## src/game_pkg.sv

```systemverilog
package game_pkg;

    // ball as it leaves this screen
    typedef struct packed {
        logic [9:0] ball_y;
        logic [7:0] ball_vy;
    } ball_state_t;

    typedef struct packed {
        logic [7:0] score_left;
        logic [7:0] score_right;
    } score_state_t;

    // address bytes, write bit already in bit 0
    localparam logic [7:0] ball_slave_addr  = 8'haa;
    localparam logic [7:0] score_slave_addr = 8'hac;

    // payload bytes after the address
    localparam int ball_data_bytes  = 3;
    localparam int score_data_bytes = 2;

endpackage

```

## src/link_pkg.sv

```systemverilog
package link_pkg;

    localparam int i2c_quarter_cycles = 4;  // one scl bit is 4 quarters

    // command from a report sequencer
    typedef struct packed {
        logic       start;
        logic       stop;
        logic       en;
        logic [7:0] data;
    } i2c_req_t;

    // engine status back to the sequencer
    typedef struct packed {
        logic ready;
        logic tx_done;
        logic nack;
    } i2c_rsp_t;

    typedef struct packed {
        logic [6:0] addr;
        logic       rw;     // 0 = write
    } i2c_addr_view_t;

    typedef union packed {
        i2c_addr_view_t addr_view;
        logic [7:0]     raw;
    } i2c_byte_u;

    localparam i2c_rsp_t i2c_rsp_idle = '{ready: 1'b1, tx_done: 1'b0, nack: 1'b0};

endpackage

```

## src/ball_report_ctrl.sv

```systemverilog
module ball_report_ctrl (
    input  logic                  clk,
    input  logic                  reset,
    input  logic                  ball_send_trigger,
    input  game_pkg::ball_state_t ball,
    input  logic                  ball_moving_left,
    output link_pkg::i2c_req_t    req,
    input  link_pkg::i2c_rsp_t    rsp,
    output logic                  busy,
    output logic [7:0]            status_led
);
    import link_pkg::*;
    import game_pkg::*;

    typedef enum logic [2:0] {
        s_idle,
        s_start_wait,
        s_wait,
        s_send_addr,
        s_send_data,
        s_stop,
        s_done
    } state_t;

    state_t      state, state_next;
    logic [2:0]  byte_cnt, byte_cnt_next;  // 0 is the address byte
    ball_state_t snap;
    logic [7:0]  tx_data;
    logic        take;
    logic        frame_sent;

    // engine still finishing an aborted frame keeps ready low
    assign take       = ball_send_trigger && rsp.ready;
    assign frame_sent = (byte_cnt == 3'(ball_data_bytes + 1));
    assign busy       = (state != s_idle);
    assign status_led = 8'd1 << state;

    always_ff @(posedge clk) begin
        if (state == s_idle && take) begin
            snap <= ball;  // frozen for the whole frame
        end
    end

    always_comb begin
        case (byte_cnt)
            3'd0:    tx_data = ball_slave_addr;
            3'd1:    tx_data = {snap.ball_y[9:8], 6'b0};
            3'd2:    tx_data = snap.ball_y[7:0];
            default: tx_data = snap.ball_vy;
        endcase
    end

    always_ff @(posedge clk or posedge reset) begin
        if (reset) begin
            state    <= s_idle;
            byte_cnt <= '0;
        end else begin
            state    <= state_next;
            byte_cnt <= byte_cnt_next;
        end
    end

    always_comb begin
        state_next    = state;
        byte_cnt_next = byte_cnt;
        req           = '0;
        req.data      = tx_data;

        case (state)
            s_idle: begin
                byte_cnt_next = '0;
                if (take) begin
                    state_next = s_start_wait;
                end
            end
            s_start_wait: begin
                req.start = 1'b1;
                req.en    = 1'b1;
                if (!rsp.ready) begin
                    state_next = s_wait;
                end
            end
            s_wait: begin
                req.en   = 1'b1;  // next command already valid here
                req.stop = frame_sent;
                if (rsp.nack) begin
                    state_next = s_idle;
                end else if (rsp.ready) begin
                    if (frame_sent) begin
                        state_next = s_stop;
                    end else if (byte_cnt == 3'd0) begin
                        state_next = s_send_addr;
                    end else begin
                        state_next = s_send_data;
                    end
                end
            end
            s_send_addr, s_send_data: begin
                req.en = 1'b1;
                if (!rsp.ready) begin
                    state_next    = s_wait;
                    byte_cnt_next = byte_cnt + 3'd1;
                end
            end
            s_stop: begin
                req.en   = 1'b1;
                req.stop = 1'b1;
                if (!rsp.ready) begin
                    state_next = s_done;
                end
            end
            s_done: begin
                if (rsp.ready) begin
                    state_next = s_idle;
                end
            end
            default: state_next = s_idle;
        endcase

        // ball turned back, engine closes the bus after the current byte
        if (ball_moving_left && state != s_idle) begin
            state_next = s_idle;
        end
    end

endmodule

```

## src/i2c_arbiter.sv

```systemverilog
module i2c_arbiter (
    input  logic               clk,
    input  logic               reset,
    input  link_pkg::i2c_req_t req_ball,
    input  link_pkg::i2c_req_t req_score,
    output link_pkg::i2c_rsp_t rsp_ball,
    output link_pkg::i2c_rsp_t rsp_score,
    output link_pkg::i2c_req_t req_bus,
    input  link_pkg::i2c_rsp_t rsp_bus,
    input  logic               bus_idle
);
    import link_pkg::*;

    typedef enum logic [1:0] {grant_none, grant_ball, grant_score} grant_t;

    grant_t grant;   // owner for the frame in flight
    grant_t pick;
    grant_t owner;
    logic   ball_ask, score_ask;

    assign ball_ask  = req_ball.en && req_ball.start;
    assign score_ask = req_score.en && req_score.start;

    // ball first on a tie
    always_comb begin
        if (ball_ask) begin
            pick = grant_ball;
        end else if (score_ask) begin
            pick = grant_score;
        end else begin
            pick = grant_none;
        end
    end

    // engine takes a start in the same cycle, so route the fresh pick while idle
    assign owner = bus_idle ? pick : grant;

    always_ff @(posedge clk or posedge reset) begin
        if (reset) begin
            grant <= grant_none;
        end else if (bus_idle) begin
            grant <= pick;  // frozen until the stop completes
        end
    end

    always_comb begin
        req_bus   = '0;
        rsp_ball  = i2c_rsp_idle;
        rsp_score = i2c_rsp_idle;
        case (owner)
            grant_ball: begin
                req_bus  = req_ball;
                rsp_ball = rsp_bus;
            end
            grant_score: begin
                req_bus   = req_score;
                rsp_score = rsp_bus;
            end
            default: ;
        endcase
    end

endmodule

```

## src/i2c_link_top.sv

```systemverilog
module i2c_link_top (
    input  logic                   clk,
    input  logic                   reset,
    input  logic                   ball_send_trigger,
    input  game_pkg::ball_state_t  ball,
    input  logic                   ball_moving_left,
    input  logic                   score_send_trigger,
    input  game_pkg::score_state_t score,
    output logic                   scl_oe,
    output logic                   sda_oe,
    input  logic                   sda_in,
    output logic                   ball_busy,
    output logic                   score_busy,
    output logic                   nack_flag,
    output logic [7:0]             status_led
);
    import link_pkg::*;

    i2c_req_t req_ball, req_score, req_bus;
    i2c_rsp_t rsp_ball, rsp_score, rsp_bus;
    logic     bus_idle;

    assign nack_flag = rsp_bus.nack;

    ball_report_ctrl u_ball (.clk, .reset, .ball_send_trigger, .ball, .ball_moving_left,
        .req(req_ball), .rsp(rsp_ball), .busy(ball_busy), .status_led);

    score_report_ctrl u_score (.clk, .reset, .score_send_trigger, .score,
        .req(req_score), .rsp(rsp_score), .busy(score_busy));

    i2c_arbiter u_arb (.clk, .reset, .req_ball, .req_score, .rsp_ball, .rsp_score,
        .req_bus, .rsp_bus, .bus_idle);

    i2c_master u_master (.clk, .reset, .req(req_bus), .rsp(rsp_bus), .bus_idle,
        .scl_oe, .sda_oe, .sda_in);

endmodule

```

## src/i2c_master.sv

```systemverilog
module i2c_master (
    input  logic               clk,
    input  logic               reset,
    input  link_pkg::i2c_req_t req,
    output link_pkg::i2c_rsp_t rsp,
    output logic               bus_idle,
    output logic               scl_oe,
    output logic               sda_oe,
    input  logic               sda_in
);
    import link_pkg::*;

    typedef enum logic [2:0] {st_idle, st_start, st_bit, st_ack, st_hold, st_stop} state_t;

    localparam int cnt_w = $clog2(i2c_quarter_cycles);

    state_t           state;
    logic [cnt_w-1:0] clk_cnt;
    logic [1:0]       quarter;
    logic [2:0]       bit_cnt;
    logic             addr_phase;  // first byte after start
    logic             ack_high;
    logic             quarter_end, phase_end;
    i2c_byte_u        tx_byte, load_byte;

    assign quarter_end = (clk_cnt == cnt_w'(i2c_quarter_cycles - 1));
    assign phase_end   = quarter_end && (quarter == 2'd3);
    assign bus_idle    = (state == st_idle);

    // reads are not supported, force the write bit on the address
    always_comb begin
        load_byte.raw = req.data;
        if (addr_phase) begin
            load_byte.addr_view.rw = 1'b0;
        end
    end

    always_ff @(posedge clk) begin
        if (state == st_hold) begin
            tx_byte <= load_byte;
        end else if (state == st_bit && phase_end) begin
            tx_byte.raw <= {tx_byte.raw[6:0], 1'b0};  // msb first
        end
    end

    always_ff @(posedge clk or posedge reset) begin
        if (reset) begin
            state      <= st_idle;
            clk_cnt    <= '0;
            quarter    <= '0;
            bit_cnt    <= '0;
            addr_phase <= 1'b0;
            ack_high   <= 1'b0;
            rsp        <= i2c_rsp_idle;
        end else begin
            rsp.tx_done <= 1'b0;
            rsp.nack    <= 1'b0;

            if (state == st_idle || state == st_hold) begin
                clk_cnt <= '0;
                quarter <= '0;
            end else if (quarter_end) begin
                clk_cnt <= '0;
                quarter <= quarter + 2'd1;
            end else begin
                clk_cnt <= clk_cnt + 1'b1;
            end

            case (state)
                st_idle: begin
                    if (req.en && req.start) begin
                        state     <= st_start;
                        rsp.ready <= 1'b0;
                    end
                end
                st_start: begin
                    if (phase_end) begin
                        addr_phase <= 1'b1;
                        if (req.en) begin
                            state     <= st_hold;
                            rsp.ready <= 1'b1;
                        end else begin
                            state <= st_stop;
                        end
                    end
                end
                st_hold: begin
                    rsp.ready <= 1'b0;
                    // no repeated start, so a start here closes the frame too
                    if (!req.en || req.stop || req.start) begin
                        state <= st_stop;
                    end else begin
                        state      <= st_bit;
                        bit_cnt    <= '0;
                        addr_phase <= 1'b0;
                    end
                end
                st_bit: begin
                    if (phase_end) begin
                        bit_cnt <= bit_cnt + 3'd1;
                        if (bit_cnt == 3'd7) begin
                            state <= st_ack;
                        end
                    end
                end
                st_ack: begin
                    if (quarter == 2'd1 && quarter_end) begin
                        ack_high <= sda_in;  // mid scl high
                    end
                    if (phase_end) begin
                        rsp.tx_done <= 1'b1;
                        if (ack_high) begin
                            rsp.nack <= 1'b1;
                            state    <= st_stop;
                        end else if (!req.en) begin
                            state <= st_stop;
                        end else begin
                            state     <= st_hold;
                            rsp.ready <= 1'b1;
                        end
                    end
                end
                st_stop: begin
                    if (phase_end) begin
                        state     <= st_idle;
                        rsp.ready <= 1'b1;
                    end
                end
                default: state <= st_idle;
            endcase
        end
    end

    // sda only moves while scl is low, except for start and stop
    always_comb begin
        scl_oe = 1'b0;
        sda_oe = 1'b0;
        case (state)
            st_start: begin
                scl_oe = (quarter == 2'd3);
                sda_oe = (quarter != 2'd0);
            end
            st_bit: begin
                scl_oe = (quarter == 2'd0) || (quarter == 2'd3);
                sda_oe = ~tx_byte.raw[7];
            end
            st_ack:  scl_oe = (quarter == 2'd0) || (quarter == 2'd3);
            st_hold: scl_oe = 1'b1;
            st_stop: begin
                scl_oe = (quarter == 2'd0);
                sda_oe = (quarter != 2'd3);  // sda rises in the last quarter
            end
            default: ;
        endcase
    end

endmodule

```

## src/score_report_ctrl.sv

```systemverilog
module score_report_ctrl (
    input  logic                   clk,
    input  logic                   reset,
    input  logic                   score_send_trigger,
    input  game_pkg::score_state_t score,
    output link_pkg::i2c_req_t     req,
    input  link_pkg::i2c_rsp_t     rsp,
    output logic                   busy
);
    import link_pkg::*;
    import game_pkg::*;

    typedef enum logic [2:0] {s_idle, s_start_wait, s_wait, s_send, s_stop, s_done} state_t;

    state_t       state, state_next;
    logic [1:0]   byte_cnt, byte_cnt_next;
    score_state_t snap;
    logic [7:0]   tx_data;
    logic         frame_sent;

    assign frame_sent = (byte_cnt == 2'(score_data_bytes + 1));
    assign busy       = (state != s_idle);

    always_ff @(posedge clk) begin
        if (state == s_idle && score_send_trigger && rsp.ready) begin
            snap <= score;
        end
    end

    always_comb begin
        case (byte_cnt)
            2'd0:    tx_data = score_slave_addr;
            2'd1:    tx_data = snap.score_left;
            default: tx_data = snap.score_right;
        endcase
    end

    always_ff @(posedge clk or posedge reset) begin
        if (reset) begin
            state    <= s_idle;
            byte_cnt <= '0;
        end else begin
            state    <= state_next;
            byte_cnt <= byte_cnt_next;
        end
    end

    always_comb begin
        state_next    = state;
        byte_cnt_next = byte_cnt;
        req           = '0;
        req.data      = tx_data;
        req.en        = (state != s_idle) && (state != s_done);
        req.start     = (state == s_start_wait);
        req.stop      = (state == s_stop) || (state == s_wait && frame_sent);

        case (state)
            s_idle: begin
                byte_cnt_next = '0;
                if (score_send_trigger && rsp.ready) begin
                    state_next = s_start_wait;
                end
            end
            s_start_wait: if (!rsp.ready) state_next = s_wait;
            s_wait: begin
                if (rsp.nack) begin
                    state_next = s_idle;
                end else if (rsp.ready) begin
                    state_next = frame_sent ? s_stop : s_send;
                end
            end
            s_send: begin
                if (!rsp.ready) begin
                    state_next    = s_wait;
                    byte_cnt_next = byte_cnt + 2'd1;
                end
            end
            s_stop: if (!rsp.ready) state_next = s_done;
            s_done: if (rsp.ready) state_next = s_idle;  // stop finished on the bus
            default: state_next = s_idle;
        endcase
    end

endmodule

```

## config.mk

```make
export PLATFORM = sky130hd
export DESIGN_NAME = i2c_link_top
export DESIGN_NICKNAME = d
export VERILOG_FILES = /design/src/game_pkg.sv /design/src/link_pkg.sv /design/src/ball_report_ctrl.sv /design/src/i2c_arbiter.sv /design/src/i2c_link_top.sv /design/src/i2c_master.sv /design/src/score_report_ctrl.sv
export SDC_FILE = /design/constraint.sdc
export NUM_CORES = 1
export LEC_CHECK = 0
export CAP_MARGIN = 0
export CORE_MARGIN = 1
export CORE_UTILIZATION = 35
export DETAILED_ROUTE_END_ITERATION = 10
export DONT_BUFFER_PORTS = 1
export PLACE_DENSITY = 0.47
export SLEW_MARGIN = 40
export SYNTH_ARGS = -nofsm -noshare
export SYNTH_HDL_FRONTEND = slang
export SYNTH_SLANG_ARGS = --single-unit
```

## constraint.sdc

```tcl
create_clock -name clk -period 3.3 [get_ports clk]
set_input_delay 0.165 -clock clk [delete_from_list [all_inputs] [get_ports clk]]
set_output_delay 0.165 -clock clk [all_outputs]
set_load 0.01 [all_outputs]
```

==> After elaboration in Yosys (flattened, before gate mapping) <==
Index checks and enable logic that the tools add are counted.
{ "word_totals": {"register_bits": 70, "in_bits": 40, "word_cells": 191} }
{ "classes": {"addsub": 5, "eq_ne": 49, "shifts": 1, "muxes": 66, "n_bitwise": 1, "reduce_logical": 50} }
{ "op_table": {"columns": ["operator", "count"], "rows": [
  ["$mux W3", 29],
  ["$pmux W3 S5", 2],
  ["$eq A3 B3 Y1 const B", 9],
  ["$pmux W8 S3", 1],
  ["$pmux W11 S2", 1],
  ["$eq A3 B2 Y1 const B", 7],
  ["$mux W2", 9],
  ["$ne A2 B2 Y1 const B", 9],
  ["$pmux W3 S6", 1],
  ["$mux W8", 2],
  ["$pmux W8 S2", 1],
  ["$logic_and A1 B1 Y1", 14],
  ["$reduce_bool A2 Y1", 7],
  ["$eq A3 B1 Y1 const B", 4],
  ["$logic_not A3 Y1", 4],
  ["$mux W1", 12],
  ["$ne A2 B1 Y1 const B", 6],
  ["$pmux W3 S2", 2],
  ["$reduce_and A6 Y1", 2],
  ["$reduce_and A5 Y1", 2],
  ["$ne A3 B3 Y1 const B", 3],
  ["$eq A2 B2 Y1 const B", 4],
  ["$shl A1 B3 Y8 const A", 1],
  ["$add A2 B1 Y2 const B", 3],
  ["other kinds (21)", 37]
]} }

==> Depth between registers and ports, before layout <==
Gate-level depths: netlist (run 1).
{ "logic_depth": {"depth_word": 13, "ltp_mapped": 13, "mapped_depth_nobuf": 11} }

==> Modules after synthesis <==
Synthesis (run 1) repeated with hierarchy kept, for this count alone.
{ "hier_totals": {"cells_unflattened": 357, "area_unflattened_um2": 3837.4} }
{ "modules_own_cells": {"columns": ["mod", "instances", "cells_each", "area_each_um2", "seq_area_each_um2"], "rows": [
  ["i2c_master", 1, 120, 1292.5, 616.8],
  ["ball_report_ctrl", 1, 117, 1233.7, 690.7],
  ["score_report_ctrl", 1, 76, 991.0, 605.6],
  ["i2c_arbiter", 1, 44, 320.3, 50.0]
]} }

==> Worst setup path before layout (run 1) <==
No wires, ideal clock.
{ "synth_timing": {"kind": "register to register", "startpoint": "register u_master.state[1]", "endpoint": "register u_ball.snap[0] (netlist bit) (enable)", "setup_time_ns": 0.392, "arrival_time_ns": 2.565, "required_time_ns": 2.908, "setup_slack_ns": 0.342, "path_stages_with_launch": 9, "n_path_buf": 1, "path_cell_list": "dfrtp_1 -> buf_2 -> nor2_1 -> nand2_1 -> mux2_2 -> ha_1 -> nand2b_1 -> nand2_1 -> nor2_1"} }
{ "synth_between": {"elab_chain_cells": 6} }
{ "synth_lines": {"columns": ["item", "line", "source"], "rows": [
  ["from (decl)", "i2c_master.sv:17", "state_t state;"],
  ["from (signal assigned)", "i2c_master.sv:48", "state <= st_idle;"],
  ["from (signal assigned)", "i2c_master.sv:72", "state <= st_start;"],
  ["from (signal assigned)", "i2c_master.sv:80", "state <= st_hold;"],
  ["$logic_not A3 Y1", "i2c_master.sv:28", "assign bus_idle = (state == st_idle);"],
  ["$mux W2", null, null],
  ["via u_arb.owner[0]", "i2c_arbiter.sv:18", "grant_t owner;"],
  ["$eq A2 B1 Y1", "i2c_arbiter.sv:50", "case (owner)"],
  ["$mux W3", "i2c_arbiter.sv:50", null],
  ["$logic_and A1 B1 Y1", "ball_report_ctrl.sv:33", "assign take = ball_send_trigger && rsp.ready;"],
  ["$logic_and A1 B1 Y1", "ball_report_ctrl.sv:39", "if (state == s_idle && take) begin"],
  ["to (signal assigned)", "ball_report_ctrl.sv:40", "snap <= ball;"],
  ["to (decl)", "ball_report_ctrl.sv:27", "ball_state_t snap;"]
]} }
The timed path passes the listed nets, and every way through them passes these cells.
A chain may end at the register's enable or synchronous reset.

==> Worst setup path in the final report (run 1) <==
{ "layout_timing": {"startpoint": "register u_master.state[2]", "endpoint": "register u_master.state[0]"} }
{ "layout_between": {"elab_chain_cells": 9, "word_cells_on_any_way": 27, "cone_classes": "eq/ne (13); mux (8); reduce/logical (6)"} }
{ "layout_lines": {"columns": ["item", "line", "source"], "rows": [
  ["$logic_not A3 Y1 *", "i2c_master.sv:28", null],
  ["$mux W2 *", null, null],
  ["via u_arb.owner[0]", "i2c_arbiter.sv:18", null],
  ["$eq A2 B2 Y1 / $eq A2 B1 Y1 (equally long branches)", "i2c_arbiter.sv:50", null],
  ["$pmux W11 S2 *", "i2c_arbiter.sv:50", null],
  ["$logic_not A1 Y1", "i2c_master.sv:90", "if (!req.en || req.stop || req.start) begin"],
  ["$logic_or A1 B1 Y1 (2 in series)", "i2c_master.sv:90", null],
  ["$mux W3", "i2c_master.sv:90", null],
  ["$pmux W3 S6", "i2c_master.sv:69", "case (state)"]
]} }
The timed path passes the listed nets; every way through them passes the cells marked *. The select of a mux whose other input is x is not followed.

==> impl_metrics.yaml, run 1 <==
placement:
  postPlaceCellArea_um2: 3839
  place_congestion: 0.7281
  place_hpwl_um: 5847
  io_buffer_count: 0
sta:
  clock.fmax_mhz: 350.1
  worst_pin_slew_ps: 610.2
  rsz0062_at_grt: "false"
  hold_slack_ps: 32.24
  drv_slew: 0
  timing_hold_violations_final: 0
  period_share_pct: 86.57
  min_period_ps: 2857
  setup_viol: 0
  fin_tns_setup_ps: 0
  worst_clock_skew_ps: 19.05
  maxSlewHeadroom_pct: 59.24
route:
  via_per_inst: 5.223
  wirelength_um: 8417
  post_drt_wl_per_cell_um: 16.16
  dr.pass1.iters: 4
  via_count: 2721
  drtIter0Drc: 185
  drc: 0
  drtAntennaViolNets: 0
critical_path:
  reg2reg_depth: 10
  crit_path_end_kind: "register"
  startpoint_type: "register"
  cp_data_arrival_time_ps: 3090
  critPathKind: "register to register"
  required_ps: 3530
  r2r_end: "u_master.state[0]$_DFFE_PP0P_"
  crit_fanout: 14
  rr_startpoint: "u_master.state[2]$_DFFE_PP0P_"
  r2r_slack_ps: 440
layout:
  multi_input_area_um2: 1584
  layout.nets: 436
  diodes: 0
  stdcell_area_um2: 4397
  layout-drive-gt1-share_pct: 12.47
  area_delta_synth_final_pct: 19.44
  num-fill-cells: 1012
  area.sequential_um2: 1938
clocking:
  postCtsHoldBufs: 37
  cts_setup_buffers: 0
  cts_tree: "yes"
  cts_resized: 0
  cts_buffer_depth: 2
  clk_latency_ps: 360
  cts_root_buf: "clkbuf_8"
  clkTransAtPathRegs_ps: 90
  cts_inserted_buffers: 9
  h-tree-depth: 3
  cts_num_sinks: 69
die:
  core_area_um2: 10280
  fp.dieW_um: 104.6
  initial_core_util_pct: 35.82
  die-height_um: 104.6
  ios: 53
  dieArea_um2: 10930
  rows: 37
worst_hold_path:
  worstHoldStart: "ball_moving_left"
  hold_depth: 3
  hold_path.class: "input port to register"
  hold_path_end: "u_ball.state[0]$_DFFE_PP0P_"
logic_synthesis:
  ys_async_sr_fraction_pct: 39.13
  syn_area_per_cell_um2: 10.83
  yosysUniqueCellTypes: 62
  synth-seq-cells: 69
  netlist_instances: 340
  synth_simple_gate_area_share_pct: 14.72
  synth-xor-area-share_pct: 0.9517
  synth_edf_count: 42
  synthAdderAreaFrac_pct: 5.438
  syn-num-nets: 396
  synthMuxAreaShare_pct: 1.156
  synth_ff_type: "edfxtp_1"
  synth_compound_area_share_pct: 20.77
  synth_area_um2: 3681
  synth_top_family_by_area: "compound AO/OA/AOI/OAI gates"
  synth_warnings: 0
  yosysSeqAreaShare_pct: 52.65
power_and_ir_drop:
  p_per_area_nw_per_um2: 863.2
  ir_drop_mv: 0.5059
  leakage_nw: 1.702
  p_total_mw: 3.795
global_routing:
  grt-ovfl-total: 0
  gr-usage-all-layers_pct: 16.14
  grt_pass1_wl_um: 13770
  antenna_found_initial: 0
  grt_pass1_vias: 2717
  grt_max_degree: 27
run:
  cap_violations: 0
outcome:
  status: "completed"
logic make-up after synthesis:
group / count (synthesis)
mux: 4
fa+ha+maj: 16
simple gates: 103
xor+xnor: 4
compound gates: 107
flops: 69
buf+inv: 37
worst max path at each step:
| stage | startpoint | endpoint | cells after the start |
|---|---|---|---|
| finish | u_master.state[2]$_DFFE_PP0P_ | u_master.state[0]$_DFFE_PP0P_ | 10 |
| global route | u_master.state[2]$_DFFE_PP0P_ | u_master.state[2]$_DFFE_PP0P_ | 10 |
| CTS | u_master.state[2]$_DFFE_PP0P_ | u_master.state[0]$_DFFE_PP0P_ | 10 |
| detailed placement | u_master.state[2]$_DFFE_PP0P_ | u_master.state[0]$_DFFE_PP0P_ | 10 |
| global placement | u_master.state[2]$_DFFE_PP0P_ | u_master.state[2]$_DFFE_PP0P_ | 10 |
| floorplan | u_master.state[1]$_DFFE_PP0P_ | u_ball.snap[0]$_DFFE_PP_ | 8 |
per-stage QoR:
step                      instances  util [%]  setup slack (ps)
final                           521     42.78             443.3
after global routing            521     42.78             247.9
after CTS                       521     42.78             453.1
after detailed placement        468     37.35             455.9
after global placement          468     37.35             559.3
after floorplan                 340         -             342.3
final cells by class:
class                           count  area share (%)
Clock buffer                        9           2.817
Clock inverter                      7           1.451
Inverter                           19           1.622
Multi-Input combinational cell    234           36.03
Sequential cell                    69           44.08
Tap cell                          136           3.870
Timing Repair Buffer               47           10.13
metal layers:
layer  GRT usage [%]  share of wire, %  wire (µm)  up-vias
met2           25.07                47       3915       56
met1           22.08                48       4064     1322
met4           4.898               1.0         86        0
li1                -                 -          -     1334
met5               0                 0          0        -
met3           4.117               4.2        351        9
Yosys cell counts, types with 2 or more instances:
cell type | n | share of area (%)
a211o_1 | 4 | 0.95
a21oi_1 | 17 | 2.3
a221oi_1 | 5 | 1.2
a22o_1 | 9 | 2.1
a22oi_1 | 12 | 2.4
a22oi_2 | 2 | 0.68
a31oi_1 | 4 | 0.68
and3_1 | 3 | 0.51
buf_2 | 9 | 1.2
clkbuf_1 | 7 | 0.71
dfrtp_1 | 26 | 18
edfxtp_1 | 42 | 34
ha_1 | 16 | 5.4
inv_1 | 19 | 1.9
mux2_2 | 2 | 0.61
mux2i_1 | 2 | 0.54
nand2_1 | 28 | 2.9
nand2b_1 | 8 | 1.4
nand3_1 | 5 | 0.68
nand4_1 | 2 | 0.34
nor2_1 | 25 | 2.5
nor2b_1 | 9 | 1.5
nor3_1 | 5 | 0.68
nor3b_1 | 2 | 0.41
nor3b_2 | 2 | 0.68
o211ai_1 | 3 | 0.61
o21a_1 | 2 | 0.41
o21ai_0 | 24 | 3.3
o21ai_2 | 2 | 0.48
o21bai_1 | 2 | 0.41
o22ai_1 | 5 | 0.85
o32ai_1 | 2 | 0.48
or2_2 | 3 | 0.51
or3_1 | 2 | 0.34
xnor2_1 | 3 | 0.71
flip-flops by register name, indices dropped and copies added (netlist names):
register and cells:
u_ball.byte_cnt 3, u_ball.snap 18, u_master.quarter 2, u_master.addr_phase 1, u_master.state 3, u_master.ack_high 1
u_master.clk_cnt 2, u_master.tx_byte 8, u_arb.grant 2, u_score.snap 16, u_master.rsp 2, u_master.bit_cnt 3
u_score.state 3, u_ball.state 3, u_score.byte_cnt 2
cells in the final DEF (no fill, tap or decap), types with 12 or more instances in the layout:
master	synthesis	routed
a21oi_1	17	17
a22oi_1	12	12
dfrtp_1	26	26
dlygate4sd3_1	0	37
edfxtp_1	42	42
ha_1	16	16
inv_1	19	18
nand2_1	28	28
nor2_1	25	25
o21ai_0	24	24
power by group:
| part | total, mW | internal [mW] | switching, mW |
|---|---|---|---|
| sequential | 1.32 | 1.20 | 0.120 |
| combinational | 1.81 | 0.705 | 1.11 |
| clock | 0.667 | 0.289 | 0.378 |
| total | 3.80 | 2.19 | 1.60 |
critical path: stages, from the launching register on:
cell and delay (ps):
dfrtp_1 520, inv_1 180, nand2_1 200, mux2_2 400, inv_1 60, ha_1 450
nor2b_1 270, o21ai_4 100, a221oi_1 260, o221a_1 250, a22oi_2 50
(Power assumes the default switching activity.)
==> inputs of run 2 (changes only) <==
Settings changed: CORE_UTILIZATION 35 to 63, GPL_TIMING_DRIVEN from default to 0, PLACE_DENSITY 0.47 to 0.77.
==> run 2 against run 1 <==
Net effect: routed wire length is 0.24% lower; fmax is 0.58% lower; total power is 0.20% lower; clock power is 3.6% lower; final cell count is 11% lower; highest routed layer unchanged.
==> impl_metrics.yaml, run 2 (synthesis results as in run 1) <==
power_and_ir_drop:
  p_per_area_nw_per_um2: 872.9
  leakage_nw: 1.713
  p_int_mw: 2.169
  ir_drop_mv: 0.5201
  combPwrFrac_pct: 47.9
  p_sw_mw: 1.619
  p_sw_share_pct: 42.74
  share_seq_of_total_power_pct: 35.1
  clkPwrFrac_pct: 17.0
route:
  wl_met3_um: 582
  via_count: 2931
  dr.pass1.iters: 5
  drc: 0
  drtAntennaViolNets: 0
  drtIter0Drc: 200
  top_layer: "met4"
  via_per_inst: 6.303
  post_drt_wl_per_cell_um: 18.06
  wl_met1_um: 3335
  wirelength_um: 8397
  route.met2.wl_um: 4292
global_routing:
  gr-usage-all-layers_pct: 30.12
  grt_pass1_vias: 2859
  antenna_found_initial: 0
  grt-ovfl-total: 0
  grt_pass1_wl_um: 13890
  grt_max_degree: 28
critical_path:
  r2r_slack_ps: 430
  startpoint_type: "register"
  critPathKind: "register to register"
  required_ps: 3530
  cp_data_arrival_time_ps: 3100
  crit_path_end_kind: "register"
  r2r_end: "u_score.state[0]$_DFFE_PP0P_"
  crit_fanout: 10
  rr_startpoint: "u_master.state[1]$_DFFE_PP0P_"
  reg2reg_depth: 12
die:
  fp.dieW_um: 78.44
  dieArea_um2: 6153
  ios: 53
  core_area_um2: 5574
  initial_core_util_pct: 66.04
  rows: 27
  die-height_um: 78.44
layout:
  area_delta_synth_final_pct: 17.88
  largest_reg_flops: 18
  num-fill-cells: 349
  diodes: 0
  layout-drive-gt1-share_pct: 13.23
  final_core_util_pct: 77.85
  reg_top3: "u_ball.snap x18, u_score.snap x16, u_master.tx_byte x8"
  final_cell_mix: "edfxtp_1 (42), dlygate4sd3_1 (37), nand2_1 (28)"
  final_common_cell: "edfxtp_1"
  layout.nets: 444
  top_register: "u_ball.snap"
  instances_no_fill: 465
worst_hold_path:
  hold_depth: 3
  hold_path.class: "input port to register"
  hold_path_end: "u_ball.state[0]$_DFFE_PP0P_"
  worstHoldStart: "ball_moving_left"
sta:
  period_share_pct: 87.07
  clock.fmax_mhz: 348.0
  min_period_ps: 2873
  worst_clock_skew_ps: 11.74
  drv_slew: 0
  maxSlewHeadroom_pct: 60.05
  worst_pin_slew_ps: 598.4
  timing_hold_violations_final: 0
  fin_tns_setup_ps: 0
  setup_viol: 0
  rsz0062_at_grt: "false"
clocking:
  cts_tree: "yes"
  cts_setup_buffers: 0
  cts_buffer_depth: 2
  cts_root_buf: "clkbuf_8"
  h-tree-depth: 3
  cts_num_sinks: 69
  cts_inserted_buffers: 9
  clkTransAtPathRegs_ps: 80
  clk_latency_ps: 350
run:
  cap_violations: 0
placement:
  io_buffer_count: 0
  dp.cells: 412
  place_hpwl_um: 5080
  place_congestion: 0.8918
outcome:
  status: "completed"
## run 2: changes by cell type in the layout (fill, tap and decap cells not counted), sizes merged
cell      delta
inv          -1
clkinv       +2
clkinvlp     -1
clkbuf       +8
## run 2: cell type report
class	count	area, µm²	share of cell area, %
clock inverters	7	56.30	1.298
clock buffers	9	123.9	2.855
multi-input cells	234	1602	36.91
flip-flops and latches	69	1938	44.67
repair buffers	37	370.4	8.535
well taps	72	90.09	2.076
plain buffers	18	87.58	2.018
inverters	19	71.32	1.644
## run 2: stage by stage
stage / hold WS [ps] / total power [mW] / worst slack, ps / area, µm²
finish: 56.30 / 3.788 / 426.6 / 4339
global route: 73.95 / 4.041 / 200.8 / 4339
CTS: 49.21 / 3.697 / 89.55 / 4327
detailed placement: 152.4 / 3.034 / 94.94 / 3776
global placement: 230.5 / 2.984 / -265.0 / 3771
floorplan: 217.0 / 2.673 / 342.3 / 3681
## run 2: critical path, stage by stage (launching register included)
cell and delay, ps:
dfrtp_1 360, buf_2 170, nor2_2 280, nand2_1 210
mux2_2 350, inv_1 60, ha_1 250, buf_2 260
and2b_1 220, nor2_1 80, or2_2 310, a21oi_1 150
a31oi_1 50
## run 2: worst max-delay path by stage
| stage | endpoint | slack, ps | cells after the start | startpoint |
|---|---|---|---|---|
| CTS | u_score.snap[14]$_DFFE_PP_ | 90 | 9 | u_master.state[1]$_DFFE_PP0P_ |
| global placement | u_ball.snap[4]$_DFFE_PP_ | -270 | 8 | u_master.state[1]$_DFFE_PP0P_ |
| finish | u_score.state[0]$_DFFE_PP0P_ | 430 | 12 | u_master.state[1]$_DFFE_PP0P_ |
| detailed placement | u_score.snap[4]$_DFFE_PP_ | 90 | 9 | u_master.state[1]$_DFFE_PP0P_ |
| floorplan | u_ball.snap[0]$_DFFE_PP_ | 340 | 8 | u_master.state[1]$_DFFE_PP0P_ |
| global route | u_ball.state[0]$_DFFE_PP0P_ | 200 | 11 | u_master.state[1]$_DFFE_PP0P_ |
## run 2: what timing repair did
item	4_1_cts	5_1_grt
endpoints found under the setup margin	0	1
hold buffers	37	0
gates resized for setup	0	1
endpoints found under the hold margin	63	0
## run 2: per-layer routing
metal	vias up	GRT usage (%)
met5	-	0
met4	0	14.26
met3	25	5.349
met2	137	49.39
met1	1420	38.85
li1	1349	-
## run 2: power by group through the flow
stage	registers [mW]	logic (mW)	clock network, mW
CTS	1.32	1.74	0.635
detailed placement	1.34	1.70	0
floorplan	1.30	1.37	0
global route	1.35	2.00	0.683
finish	1.33	1.81	0.643
global placement	1.33	1.66	0
